## config.mk

```make
export PLATFORM = sky130hd
export DESIGN_NAME = im2col_spc
export DESIGN_NICKNAME = d
export VERILOG_FILES = /design/src/logic/im2col_pkg.sv /design/src/logic/trans_fifo.sv /design/src/logic/dma_channel_alloc.sv /design/src/logic/dma_reg_writer.sv /design/src/logic/im2col_ctrl.sv /design/src/logic/im2col_spc.sv
export SDC_FILE = /design/constraint.sdc
export NUM_CORES = 1
export LEC_CHECK = 0
export BUFFER_PORTS_ARGS = -buffer_cell sky130_fd_sc_hd__buf_4
export CORE_MARGIN = 4
export CORE_UTILIZATION = 30
export CTS_CLUSTER_SIZE = 14
export DETAILED_ROUTE_END_ITERATION = 16
export SETUP_SLACK_MARGIN = 0.2
export SYNTH_ARGS = -nofsm -noshare
export SYNTH_HDL_FRONTEND = slang
export SYNTH_SLANG_ARGS = --single-unit
```

## constraint.sdc

```tcl
create_clock -name clk_i -period 10.6 [get_ports clk_i]
set_input_delay 2.12 -clock clk_i [delete_from_list [all_inputs] [get_ports clk_i]]
set_output_delay 2.12 -clock clk_i [all_outputs]
set_load 0.01 [all_outputs]
```

## src/logic/im2col_pkg.sv

```systemverilog
// ========================================================================
// im2col SPC package
// DMA register map, field masks, write sequence and the packed
// transaction, configuration and bus request types
// ========================================================================

package im2col_pkg;

  localparam int unsigned DMA_CH_NUM = 4;
  localparam int unsigned CH_IDX_W   = 2;
  localparam int unsigned FIFO_DEPTH = 4;

  localparam logic [31:0] DMA_START_ADDRESS = 32'h5000_0000;
  localparam logic [31:0] DMA_CH_SIZE       = 32'h0000_0100;  // Stride between channels

  localparam logic [31:0] DMA_SRC_PTR_OFFSET        = 32'h00;
  localparam logic [31:0] DMA_DST_PTR_OFFSET        = 32'h04;
  localparam logic [31:0] DMA_SIZE_D1_OFFSET        = 32'h0C;
  localparam logic [31:0] DMA_SIZE_D2_OFFSET        = 32'h10;
  localparam logic [31:0] DMA_INC_SRC_D1_OFFSET     = 32'h18;
  localparam logic [31:0] DMA_INC_SRC_D2_OFFSET     = 32'h1C;
  localparam logic [31:0] DMA_INC_DST_D1_OFFSET     = 32'h20;
  localparam logic [31:0] DMA_INC_DST_D2_OFFSET     = 32'h24;
  localparam logic [31:0] DMA_SRC_DATATYPE_OFFSET   = 32'h2C;
  localparam logic [31:0] DMA_DST_DATATYPE_OFFSET   = 32'h30;
  localparam logic [31:0] DMA_DIMENSIONALITY_OFFSET = 32'h3C;
  localparam logic [31:0] DMA_TOP_PAD_OFFSET        = 32'h44;
  localparam logic [31:0] DMA_BOTTOM_PAD_OFFSET     = 32'h48;
  localparam logic [31:0] DMA_RIGHT_PAD_OFFSET      = 32'h4C;
  localparam logic [31:0] DMA_LEFT_PAD_OFFSET       = 32'h50;

  localparam logic [31:0] MASK_DTYPE  = 32'h0000_0003;  // 2 bits
  localparam logic [31:0] MASK_PAD    = 32'h0000_003F;  // 6 bits, also D1 increments
  localparam logic [31:0] MASK_INC_D2 = 32'h007F_FFFF;  // 23 bits
  localparam logic [31:0] MASK_SIZE   = 32'h0000_FFFF;  // 16 bits

  // Channel programming order, the first three only on a channel's first use
  typedef enum logic [3:0] {
    STEP_DIM,
    STEP_SRC_DTYPE,
    STEP_DST_DTYPE,
    STEP_TOP_PAD,
    STEP_BOTTOM_PAD,
    STEP_LEFT_PAD,
    STEP_RIGHT_PAD,
    STEP_SRC_PTR,
    STEP_DST_PTR,
    STEP_INC_SRC_D1,
    STEP_INC_SRC_D2,
    STEP_INC_DST_D1,
    STEP_INC_DST_D2,
    STEP_SIZE_D2,
    STEP_SIZE_D1
  } reg_step_e;

  typedef struct packed {
    logic [31:0] input_ptr;
    logic [31:0] output_ptr;
    logic [3:0]  n_zeros_top;
    logic [3:0]  n_zeros_bottom;
    logic [3:0]  n_zeros_left;
    logic [3:0]  n_zeros_right;
    logic [15:0] in_inc_d2;
    logic [15:0] size_du_d1;
    logic [15:0] size_du_d2;
  } im2col_trans_t;

  typedef struct packed {
    logic [1:0]            data_type;  // Bytes per element = 4 >> data_type
    logic [7:0]            strides_d1;
    logic [DMA_CH_NUM-1:0] ch_mask;
    logic                  interrupt_en;
  } im2col_cfg_t;

  typedef struct packed {
    logic        valid;
    logic [31:0] addr;
    logic [31:0] wdata;
  } bus_req_t;

endpackage

```

## src/logic/trans_fifo.sv

```systemverilog
// ========================================================================
// Transaction queue
// Circular buffer with first-word fall-through, payload set by type
// ========================================================================

`timescale 1ns/1ps

module trans_fifo #(
  parameter type         dtype = logic [31:0],
  parameter int unsigned DEPTH = 4
) (
  input  logic clk_i,
  input  logic rst_ni,
  input  logic push_i,
  input  dtype data_i,
  input  logic pop_i,
  output dtype data_o,
  output logic empty_o,
  output logic full_o
);

  localparam int unsigned PTR_W = (DEPTH > 1) ? $clog2(DEPTH) : 1;
  localparam int unsigned CNT_W = $clog2(DEPTH + 1);

  dtype             mem_q [DEPTH];
  logic [PTR_W-1:0] wr_ptr_q;
  logic [PTR_W-1:0] rd_ptr_q;
  logic [CNT_W-1:0] count_q;
  logic             do_push;
  logic             do_pop;

  assign do_push = push_i && !full_o;  // Push while full is dropped
  assign do_pop  = pop_i && !empty_o;
  assign empty_o = (count_q == '0);
  assign full_o  = (count_q == CNT_W'(DEPTH));
  assign data_o  = mem_q[rd_ptr_q];  // Head visible without a pop

  always_ff @(posedge clk_i) begin
    if (do_push) begin
      mem_q[wr_ptr_q] <= data_i;
    end
  end

  always_ff @(posedge clk_i, negedge rst_ni) begin
    if (!rst_ni) begin
      wr_ptr_q <= '0;
      rd_ptr_q <= '0;
      count_q  <= '0;
    end else begin
      if (do_push) begin
        wr_ptr_q <= (wr_ptr_q == PTR_W'(DEPTH - 1)) ? '0 : wr_ptr_q + 1'b1;
      end
      if (do_pop) begin
        rd_ptr_q <= (rd_ptr_q == PTR_W'(DEPTH - 1)) ? '0 : rd_ptr_q + 1'b1;
      end
      count_q <= count_q + CNT_W'(do_push) - CNT_W'(do_pop);
    end
  end

  a_no_push_full: assert property (@(posedge clk_i) disable iff (!rst_ni)
    push_i |-> !full_o);
  a_no_pop_empty: assert property (@(posedge clk_i) disable iff (!rst_ni)
    pop_i |-> !empty_o);

endmodule

```

## src/logic/dma_channel_alloc.sv

```systemverilog
// ========================================================================
// DMA channel allocator
// Busy and used flags per channel and the lowest free enabled channel pick
// ========================================================================

`timescale 1ns/1ps

module dma_channel_alloc (
  input  logic                                clk_i,
  input  logic                                rst_ni,
  input  logic [im2col_pkg::DMA_CH_NUM-1:0]   ch_mask_i,
  input  logic [im2col_pkg::DMA_CH_NUM-1:0]   dma_done_i,
  input  logic                                claim_i,
  input  logic                                run_end_i,
  output logic [im2col_pkg::CH_IDX_W-1:0]     ch_o,
  output logic                                first_use_o,
  output logic                                full_o,
  output logic                                idle_o
);

  logic [im2col_pkg::DMA_CH_NUM-1:0] busy_q;
  logic [im2col_pkg::DMA_CH_NUM-1:0] used_q;  // Set once programmed in this run
  logic [im2col_pkg::CH_IDX_W-1:0]   free_ch;
  logic                              found;

  // Lowest index wins
  always_comb begin
    free_ch = '0;
    found   = 1'b0;
    for (int i = 0; i < im2col_pkg::DMA_CH_NUM; i++) begin
      if (!found && !busy_q[i] && ch_mask_i[i]) begin
        free_ch = im2col_pkg::CH_IDX_W'(i);
        found   = 1'b1;
      end
    end
  end

  assign full_o = !found;
  assign idle_o = ~|busy_q;

  always_ff @(posedge clk_i, negedge rst_ni) begin
    if (!rst_ni) begin
      busy_q      <= '0;
      used_q      <= '0;
      ch_o        <= '0;
      first_use_o <= 1'b0;
    end else begin
      busy_q <= busy_q & ~dma_done_i;  // Done frees the channel
      if (run_end_i) begin
        used_q <= '0;
      end
      if (claim_i) begin
        ch_o            <= free_ch;
        first_use_o     <= used_q[free_ch];  // Previous value is low on first use
        busy_q[free_ch] <= 1'b1;
        used_q[free_ch] <= 1'b1;
      end
    end
  end

  // Dispatch must only claim while an enabled channel is free
  a_claim_free: assert property (@(posedge clk_i) disable iff (!rst_ni)
    claim_i |-> found);

endmodule

```

## src/logic/dma_reg_writer.sv

```systemverilog
// ========================================================================
// DMA register writer
// Walks the channel register sequence and issues scaled, masked writes
// on the request bus, one idle cycle between accepted writes
// ========================================================================

`timescale 1ns/1ps

module dma_reg_writer (
  input  logic                            clk_i,
  input  logic                            rst_ni,
  input  logic                            start_i,
  input  logic [im2col_pkg::CH_IDX_W-1:0] ch_i,
  input  logic                            first_use_i,
  input  im2col_pkg::im2col_trans_t       trans_i,
  input  im2col_pkg::im2col_cfg_t         cfg_i,
  input  logic                            bus_ready_i,
  output im2col_pkg::bus_req_t            bus_req_o,
  output logic                            loaded_o
);

  typedef enum logic [1:0] {
    W_IDLE,
    W_SETUP,  // Channel and first-use bit settle here
    W_REQ,
    W_GAP
  } wr_state_e;

  wr_state_e             state_q;
  im2col_pkg::reg_step_e step_q;
  logic                  loaded_q;
  logic [31:0]           bpe;
  logic [31:0]           offset;
  logic [31:0]           wdata;

  assign bpe = 32'd4 >> cfg_i.data_type;  // Bytes per element

  always_comb begin
    offset = '0;
    wdata  = '0;
    unique case (step_q)
      im2col_pkg::STEP_DIM: begin
        offset = im2col_pkg::DMA_DIMENSIONALITY_OFFSET;
        wdata  = 32'd1;  // Always 2D
      end
      im2col_pkg::STEP_SRC_DTYPE: begin
        offset = im2col_pkg::DMA_SRC_DATATYPE_OFFSET;
        wdata  = 32'(cfg_i.data_type) & im2col_pkg::MASK_DTYPE;
      end
      im2col_pkg::STEP_DST_DTYPE: begin
        offset = im2col_pkg::DMA_DST_DATATYPE_OFFSET;
        wdata  = 32'(cfg_i.data_type) & im2col_pkg::MASK_DTYPE;
      end
      im2col_pkg::STEP_TOP_PAD: begin
        offset = im2col_pkg::DMA_TOP_PAD_OFFSET;
        wdata  = (32'(trans_i.n_zeros_top) * bpe) & im2col_pkg::MASK_PAD;
      end
      im2col_pkg::STEP_BOTTOM_PAD: begin
        offset = im2col_pkg::DMA_BOTTOM_PAD_OFFSET;
        wdata  = (32'(trans_i.n_zeros_bottom) * bpe) & im2col_pkg::MASK_PAD;
      end
      im2col_pkg::STEP_LEFT_PAD: begin
        offset = im2col_pkg::DMA_LEFT_PAD_OFFSET;
        wdata  = (32'(trans_i.n_zeros_left) * bpe) & im2col_pkg::MASK_PAD;
      end
      im2col_pkg::STEP_RIGHT_PAD: begin
        offset = im2col_pkg::DMA_RIGHT_PAD_OFFSET;
        wdata  = (32'(trans_i.n_zeros_right) * bpe) & im2col_pkg::MASK_PAD;
      end
      im2col_pkg::STEP_SRC_PTR: begin
        offset = im2col_pkg::DMA_SRC_PTR_OFFSET;
        wdata  = trans_i.input_ptr;
      end
      im2col_pkg::STEP_DST_PTR: begin
        offset = im2col_pkg::DMA_DST_PTR_OFFSET;
        wdata  = trans_i.output_ptr;
      end
      im2col_pkg::STEP_INC_SRC_D1: begin
        offset = im2col_pkg::DMA_INC_SRC_D1_OFFSET;
        wdata  = (32'(cfg_i.strides_d1) * bpe) & im2col_pkg::MASK_PAD;
      end
      im2col_pkg::STEP_INC_SRC_D2: begin
        offset = im2col_pkg::DMA_INC_SRC_D2_OFFSET;
        wdata  = (32'(trans_i.in_inc_d2) * bpe) & im2col_pkg::MASK_INC_D2;
      end
      im2col_pkg::STEP_INC_DST_D1: begin
        offset = im2col_pkg::DMA_INC_DST_D1_OFFSET;
        wdata  = bpe & im2col_pkg::MASK_PAD;  // Dense output rows
      end
      im2col_pkg::STEP_INC_DST_D2: begin
        offset = im2col_pkg::DMA_INC_DST_D2_OFFSET;
        wdata  = bpe & im2col_pkg::MASK_INC_D2;
      end
      im2col_pkg::STEP_SIZE_D2: begin
        offset = im2col_pkg::DMA_SIZE_D2_OFFSET;
        wdata  = (32'(trans_i.size_du_d2) * bpe) & im2col_pkg::MASK_SIZE;
      end
      im2col_pkg::STEP_SIZE_D1: begin
        offset = im2col_pkg::DMA_SIZE_D1_OFFSET;
        wdata  = (32'(trans_i.size_du_d1) * bpe) & im2col_pkg::MASK_SIZE;
      end
      default: begin
        offset = '0;
        wdata  = '0;
      end
    endcase
  end

  assign bus_req_o.valid = (state_q == W_REQ);
  assign bus_req_o.addr  = im2col_pkg::DMA_START_ADDRESS
                         + 32'(ch_i) * im2col_pkg::DMA_CH_SIZE + offset;
  assign bus_req_o.wdata = wdata;
  assign loaded_o        = loaded_q;

  always_ff @(posedge clk_i, negedge rst_ni) begin
    if (!rst_ni) begin
      state_q  <= W_IDLE;
      step_q   <= im2col_pkg::STEP_DIM;
      loaded_q <= 1'b0;
    end else begin
      loaded_q <= 1'b0;
      unique case (state_q)
        W_IDLE: begin
          if (start_i) begin
            state_q <= W_SETUP;
          end
        end
        W_SETUP: begin
          step_q  <= first_use_i ? im2col_pkg::STEP_TOP_PAD : im2col_pkg::STEP_DIM;
          state_q <= W_REQ;
        end
        W_REQ: begin
          if (bus_ready_i) begin
            if (step_q == im2col_pkg::STEP_SIZE_D1) begin
              state_q  <= W_IDLE;
              loaded_q <= 1'b1;  // Last register taken
            end else begin
              step_q  <= im2col_pkg::reg_step_e'(step_q + 4'd1);
              state_q <= W_GAP;
            end
          end
        end
        W_GAP: state_q <= W_REQ;
        default: state_q <= W_IDLE;
      endcase
    end
  end

  a_req_stable: assert property (@(posedge clk_i) disable iff (!rst_ni)
    bus_req_o.valid && !bus_ready_i |=> bus_req_o.valid && $stable(bus_req_o.addr)
      && $stable(bus_req_o.wdata));

endmodule

```

## src/logic/im2col_ctrl.sv

```systemverilog
// ========================================================================
// im2col dispatch control
// Dispatch FSM, run status, end-of-run detection, done and interrupt flag
// ========================================================================

`timescale 1ns/1ps

module im2col_ctrl (
  input  logic clk_i,
  input  logic rst_ni,
  input  logic start_i,
  input  logic last_i,
  input  logic fifo_empty_i,
  input  logic ch_full_i,
  input  logic ch_idle_i,
  input  logic loaded_i,
  input  logic interrupt_en_i,
  input  logic ifr_read_i,
  output logic load_start_o,
  output logic pop_o,
  output logic run_end_o,
  output logic busy_o,
  output logic done_o,
  output logic irq_o
);

  typedef enum logic {
    CTRL_IDLE,
    CTRL_LOAD
  } ctrl_state_e;

  ctrl_state_e state_q;
  logic        run_q;
  logic        last_q;  // Producer has sent its final transaction
  logic        fin_q;   // Queue drained after last
  logic        done_q;
  logic        irq_q;

  assign load_start_o = (state_q == CTRL_IDLE) && run_q && !fin_q
                      && !fifo_empty_i && !ch_full_i;
  assign pop_o        = loaded_i;  // Head no longer needed
  assign run_end_o    = done_q;
  assign busy_o       = run_q;
  assign done_o       = done_q;
  assign irq_o        = irq_q;

  always_ff @(posedge clk_i, negedge rst_ni) begin
    if (!rst_ni) begin
      state_q <= CTRL_IDLE;
    end else if (state_q == CTRL_IDLE && load_start_o) begin
      state_q <= CTRL_LOAD;
    end else if (state_q == CTRL_LOAD && loaded_i) begin
      state_q <= CTRL_IDLE;
    end
  end

  always_ff @(posedge clk_i, negedge rst_ni) begin
    if (!rst_ni) begin
      run_q  <= 1'b0;
      last_q <= 1'b0;
      fin_q  <= 1'b0;
      done_q <= 1'b0;
      irq_q  <= 1'b0;
    end else begin
      done_q <= 1'b0;
      if (done_q) begin
        run_q <= 1'b0;
      end else if (start_i) begin
        run_q <= 1'b1;
      end
      if (last_i) begin
        last_q <= 1'b1;
      end else if (last_q && run_q && fifo_empty_i && state_q == CTRL_IDLE) begin
        last_q <= 1'b0;
        fin_q  <= 1'b1;
      end
      if (fin_q && ch_idle_i) begin
        fin_q  <= 1'b0;
        done_q <= 1'b1;  // Single-cycle pulse
      end
      if (done_q && interrupt_en_i) begin
        irq_q <= 1'b1;
      end else if (ifr_read_i) begin
        irq_q <= 1'b0;
      end
    end
  end

  // Writer only finishes a sequence that this FSM started
  a_loaded_in_load: assert property (@(posedge clk_i) disable iff (!rst_ni)
    loaded_i |-> state_q == CTRL_LOAD);

endmodule

```

## src/logic/im2col_spc.sv

```systemverilog
// ========================================================================
// im2col smart peripheral controller, top level
// Queue, channel allocator, register writer and dispatch control
// ========================================================================

`timescale 1ns/1ps

module im2col_spc (
  input  logic                              clk_i,
  input  logic                              rst_ni,
  input  im2col_pkg::im2col_cfg_t           cfg_i,
  input  logic                              start_i,
  input  im2col_pkg::im2col_trans_t         trans_i,
  input  logic                              trans_push_i,
  input  logic                              last_i,
  input  logic                              bus_ready_i,
  input  logic [im2col_pkg::DMA_CH_NUM-1:0] dma_done_i,
  input  logic                              ifr_read_i,
  output im2col_pkg::bus_req_t              bus_req_o,
  output logic                              trans_full_o,
  output logic                              busy_o,
  output logic                              done_o,
  output logic                              irq_o
);

  im2col_pkg::im2col_trans_t       fifo_head;
  logic                            fifo_empty;
  logic                            fifo_pop;
  logic                            load_start;
  logic                            run_end;
  logic [im2col_pkg::CH_IDX_W-1:0] ch;
  logic                            first_use;
  logic                            ch_full;
  logic                            ch_idle;
  logic                            loaded;

  trans_fifo #(
    .dtype(im2col_pkg::im2col_trans_t),
    .DEPTH(im2col_pkg::FIFO_DEPTH)
  ) trans_fifo0 (
    .clk_i,
    .rst_ni,
    .push_i (trans_push_i),
    .data_i (trans_i),
    .pop_i  (fifo_pop),
    .data_o (fifo_head),
    .empty_o(fifo_empty),
    .full_o (trans_full_o)
  );

  dma_channel_alloc alloc0 (
    .clk_i,
    .rst_ni,
    .ch_mask_i  (cfg_i.ch_mask),
    .dma_done_i,
    .claim_i    (load_start),
    .run_end_i  (run_end),
    .ch_o       (ch),
    .first_use_o(first_use),
    .full_o     (ch_full),
    .idle_o     (ch_idle)
  );

  dma_reg_writer writer0 (
    .clk_i,
    .rst_ni,
    .start_i    (load_start),
    .ch_i       (ch),
    .first_use_i(first_use),
    .trans_i    (fifo_head),
    .cfg_i,
    .bus_ready_i,
    .bus_req_o,
    .loaded_o   (loaded)
  );

  im2col_ctrl ctrl0 (
    .clk_i,
    .rst_ni,
    .start_i,
    .last_i,
    .fifo_empty_i  (fifo_empty),
    .ch_full_i     (ch_full),
    .ch_idle_i     (ch_idle),
    .loaded_i      (loaded),
    .interrupt_en_i(cfg_i.interrupt_en),
    .ifr_read_i,
    .load_start_o  (load_start),
    .pop_o         (fifo_pop),
    .run_end_o     (run_end),
    .busy_o,
    .done_o,
    .irq_o
  );

endmodule

```

== Yosys cells after proc, flatten, opt, wreduce, memory -nomap -nowiden ==
Memory sizes are Yosys's and may differ from the RTL's.
Cells that the tools add are included.
Word-level totals
  register bits: 31
  bits in writable memories: 512
  input port bits: 154
  output and inout bits: 69
  word-level logic and storage cells: 154
  memories kept: 1
Cells by class
  $add $sub $neg: 7
  multiply operators: 8
  order comparisons: 2
  eq/ne operators: 24
  shift-type cells: 1
  multiplexer cells: 43
  bitwise gates (word level): 5
  reduce and logical (&&, ||, !) cells: 47
Memory list
  trans_fifo0.mem_q: depth 4, bits a word 128, read ports 1, clocked after memory_dff 0, wr ports 1, line trans_fifo.sv:25  | dtype mem_q [DEPTH];
Operators by type and width (count)
  $pmux W32 S14: 1
  $mul A4 B32 Y6: 4
  $pmux W7 S14: 1
  $mul A16 B32 Y16: 2
  $add A31 B10 Y32 const A: 1
  $add A32 B7 Y32: 1
  $mul A16 B32 Y23: 1
  $mul A8 B32 Y6: 1
  $shr A3 B2 Y32 const A: 1
  $eq A4 B4 Y1 const B: 7
  $mux W1: 24
  $logic_and A1 B1 Y1: 21
  $mux W4: 5
  $eq A4 B3 Y1 const B: 4
  $mux W2: 8
  $reduce_bool A2 Y1: 6
  $logic_not A1 Y1: 11
  $eq A2 B2 Y1 const B: 4
  $eq A4 B2 Y1 const B: 2
  $or A4 B4 Y4: 2
  $pmux W4 S2: 1
  $pmux W2 S3: 1
  $add A2 B1 Y2 const B: 2
  $add A4 B1 Y4 const B: 1
  other kinds (21): 25

== Longest topological paths before layout ==
  depth in word-level cells: 21
  depth in mapped cells: 23
  mapped depth without buffers: 19

== By module ==
From an unflattened synthesis, not the netlist that was laid out.
Unflattened totals
  cells, all modules: 1904
  area total of the unflattened synthesis: 28921.5 µm²
By module, submodules not included
  trans_fifo: instances 1, cells an instance 708, area an instance 18906.9 µm², sequential area each 15549.9 µm²
  dma_reg_writer: instances 1, cells an instance 1120, area an instance 9191.3 µm², sequential area each 175.2 µm²
  dma_channel_alloc: instances 1, cells an instance 53, area an instance 563.0 µm², sequential area each 275.3 µm²
  im2col_ctrl: instances 1, cells an instance 23, area an instance 260.2 µm², sequential area each 150.1 µm²

== Worst setup path before layout ==
OpenSTA, ideal clock, no wires.
  path type: input to output
  start: input port cfg_i[13] in the netlist's numbering
  end: output port bus_req_o[20] in the netlist's numbering
  data arrival time: 6883 ps
  required time: 8480 ps
  slack: 1597 ps
  cell stages on the path: 19
  buffers on the path: 3
  cells stage by stage: clkbuf_1 -> nor2_1 -> clkbuf_1 -> clkbuf_1 -> nand2_1 -> fa_1 -> inv_1 -> ha_1 -> ha_1 -> ha_1 -> fa_1 -> ha_1 -> ha_1 -> a2111oi_0 -> o21ai_0 -> a21oi_1 -> o21ai_0 -> or4_1 -> nand3_1
RTL lines
  start: declaration: line im2col_spc.sv:11  | input im2col_pkg::im2col_cfg_t cfg_i,
  end: declaration: line im2col_spc.sv:19  | output im2col_pkg::bus_req_t bus_req_o,

==> flow_summary.toml <==
[worst_hold_path]
holdPathStages = 1
hold_class = "register to register"
min-delay-start = "writer0.loaded_o"
hold_end = "ctrl0.state_q"

[setup_path]
slowest_delay_ns = 0.57
crit_required_ns = 8.48
startpoint_type = "input port"
crit_path_end_kind = "output pin"
r2r-start = "trans_fifo0.count_q[2]"
rr_worst_depth = 4
arrival_ns = 7.64
crit_start = "cfg_i[14]"
cp_slowest_cell = "a221oi_1"
reg2reg_to = "trans_fifo0.mem_q[1][70]"
worst-path-max-fanout = 20
reg2reg_slack_ns = 7.62
cpLargestDelayFamily = "adder cells"
cp_num_buf_inv = 3
critPathKind = "input port to output pin"
crit_chain = "buf_4 -> nor2b_4 -> nand2_1 -> fa_1 -> inv_1 -> ha_1 -> ha_1 -> fa_1 -> ha_1 -> ha_1 -> a2111oi_0 -> o21ai_0 -> a41oi_1 -> xnor2_1 -> a221oi_1 -> o21ai_0 -> buf_4"
worst-path-stages = 17
cp_common_cell = "ha_1"

[detailed_routing]
dr.first_iter.drc_count = 1267
num_vias = 16500
wl_per_cell_um = 20.7
drc = 0
firstDrtPassIters = 6
ant_nets = 0
viasPerCell = 4.88
drt-total-wl_mm = 70.0

[placement]
dp_hpwl_mm = 49.0
place.port_buffers = 195
routabilityCongestion = 0.870
dpl_worst_slack_ns = 1.08

[power]
power_mw = 7.68
irDropWorstVdd_v = 0.000147
comb_power_share_pct = 34.3
seq_power_share_pct = 39.0
p_switching_mw = 2.56
swShare_pct = 33.4
leakagePower_nw = 13.2
clkPwrFrac_pct = 26.8
intPower_mw = 5.11
powerDensity_nw_per_um2 = 230

[clock_tree]
post_cts.repair.setup_buffers = 0
ctsHoldBuffers = 0
htreeDepth = 2
post_cts_resized = 0
root_buffer = "clkbuf_16"
clkLatencyLatePin_ns = 0.62
cts_tree = "built"
cts.sinks = 543
numCtsBuffers = 58
clock_path_buffers = 3
clkSlewWorstSetupHoldPaths_ns = 0.06

[synth]
synth.distinct_cells = 68
synth_top_cells_by_area = "edfxtp_1 (54%), ha_1 (13%), mux4_2 (10%), and2_1 (3.3%), fa_1 (3.2%)"
yosysTopAreaCellShare_pct = 53.8
yosysWarnings = 0
synth-main-ff-cell = "edfxtp_1"
yosysTopAreaCell = "edfxtp_1"
netlist_instances = 1863
syn_area_per_cell_um2 = 15.3
async_flop_share_pct = 5.71
synth_edf_count = 512
syn_area_um2 = 28600
synth_seq_cells = 543
ys_seq_area_share_pct = 56.5

[die]
rows = 112
dieArea_um2 = 100000
die_w_um = 317
die_h_um = 317
core_area_um2 = 93900
boundaryPins = 223
initial_utilization_pct = 30.4

[sta]
max_slew_margin_pct = 26.6
period_share_pct = 92.0
rsz0062_at_grt = "no"
skew_ns = 0.0155
setup_viol = 0
fin_tns_setup_ns = 0
fmax_mhz = 102
fin_crit_ns = 9.76
worst_pin_slew_ns = 1.10
worst_slack_ns = 0.843
finalHoldViolations = 0
whs_ns = 0.461
finalMaxSlewViolations = 0

[grt]
grt_usage_pct = 13.9
grt_overflow_total = 0
grt_pass1_vias = 17100
grt_pass1_wl_mm = 105
antenna_found_initial = 11
grt_max_degree = 62

[finish]
fin_nets = 2556
drive_gt1_share_pct = 21.4
final_common_cell = "edfxtp_1"
layout_common_cells = "edfxtp_1 (512), ha_1 (290), buf_4 (219), and2_1 (147), mux4_2 (128)"
syn_to_final_growth_pct = 16.9

[outcome]
status = "finished, final reports clean"

[flow_run]
drv_cap = 0
[stage by stage]
stage / cell area (um2) / cells / utilization (%)
final: 33400 / 3378 / 35.6
after global routing: 33400 / 3372 / 35.6
after CTS: 33400 / 3370 / 35.6
after detailed placement: 31400 / 3261 / 33.5
after global placement: 31400 / 3261 / 33.5
after floorplan: 28700 / 1886 / -
[worst max path at each step]
stage / to
global placement: bus_req_o[12]
CTS: bus_req_o[12]
detailed placement: bus_req_o[12]
floorplan: bus_req_o[20]
finish: bus_req_o[12]
global route: bus_req_o[12]
[registers in the layout, summed over array words and instances (netlist names), 2 cells and up]
name	flops
trans_fifo0.mem_q	512
alloc0.ch_o	2
trans_fifo0.wr_ptr_q	2
trans_fifo0.rd_ptr_q	2
trans_fifo0.count_q	3
writer0.state_q	2
writer0.step_q	4
alloc0.busy_q	4
alloc0.used_q	4
[cell usage after synthesis (12+ instances only)]
master and n:
edfxtp_1 512, ha_1 290, and2_1 152, mux4_2 128, inv_1 110, nand2_1 77
clkbuf_1 56, o21ai_0 46, a21oi_1 45, fa_1 45, xnor2_1 44, nor2_1 35
dfrtp_1 31, buf_4 29, a21o_1 24, a22oi_1 20, a22o_1 18, xor2_1 18
nand3_1 16, buf_2 12, nor2b_1 12
[power groups by stage]
stage / Sequential, mW / Combinational, mW / Clock, mW
after floorplan: 2.98 / 1.77 / 0
after global placement: 3.02 / 2.63 / 0
after detailed placement: 3.05 / 2.67 / 0
after CTS: 3.00 / 2.68 / 2.11
after global routing: 3.03 / 2.91 / 2.21
final: 2.99 / 2.63 / 2.06
[per-layer routing]
layer	vias to the layer above	track usage [%]	wire (um)
met4	8	2.81	1150
met1	8444	18.3	30100
li1	7505	-	-
met2	453	23.9	34500
met3	79	2.72	4180
met5	-	0	50
[cell type report]
type	count	area, um2
clock buffer	65	1480
antenna	8	20.0
clock inverter	44	467
fill	9050	60500
tap	1254	1570
timing repair buffer	221	1680
inverter	110	413
multi-input combinational	1133	11600
sequential	543	16200
[cells by family after synthesis]
logic type	Yosys count	share of synthesized area, %
and+or+nand+nor	345	6.56
xor gates and xnor gates	62	1.90
AOI/OAI and AO/OA	230	5.49
muxes	136	10.4
adders and majority gates	335	15.9
buffers and inverters	210	3.28
DFF	543	56.5
other	2	0.0263
No activity file was read; power rests on OpenSTA's default activity.
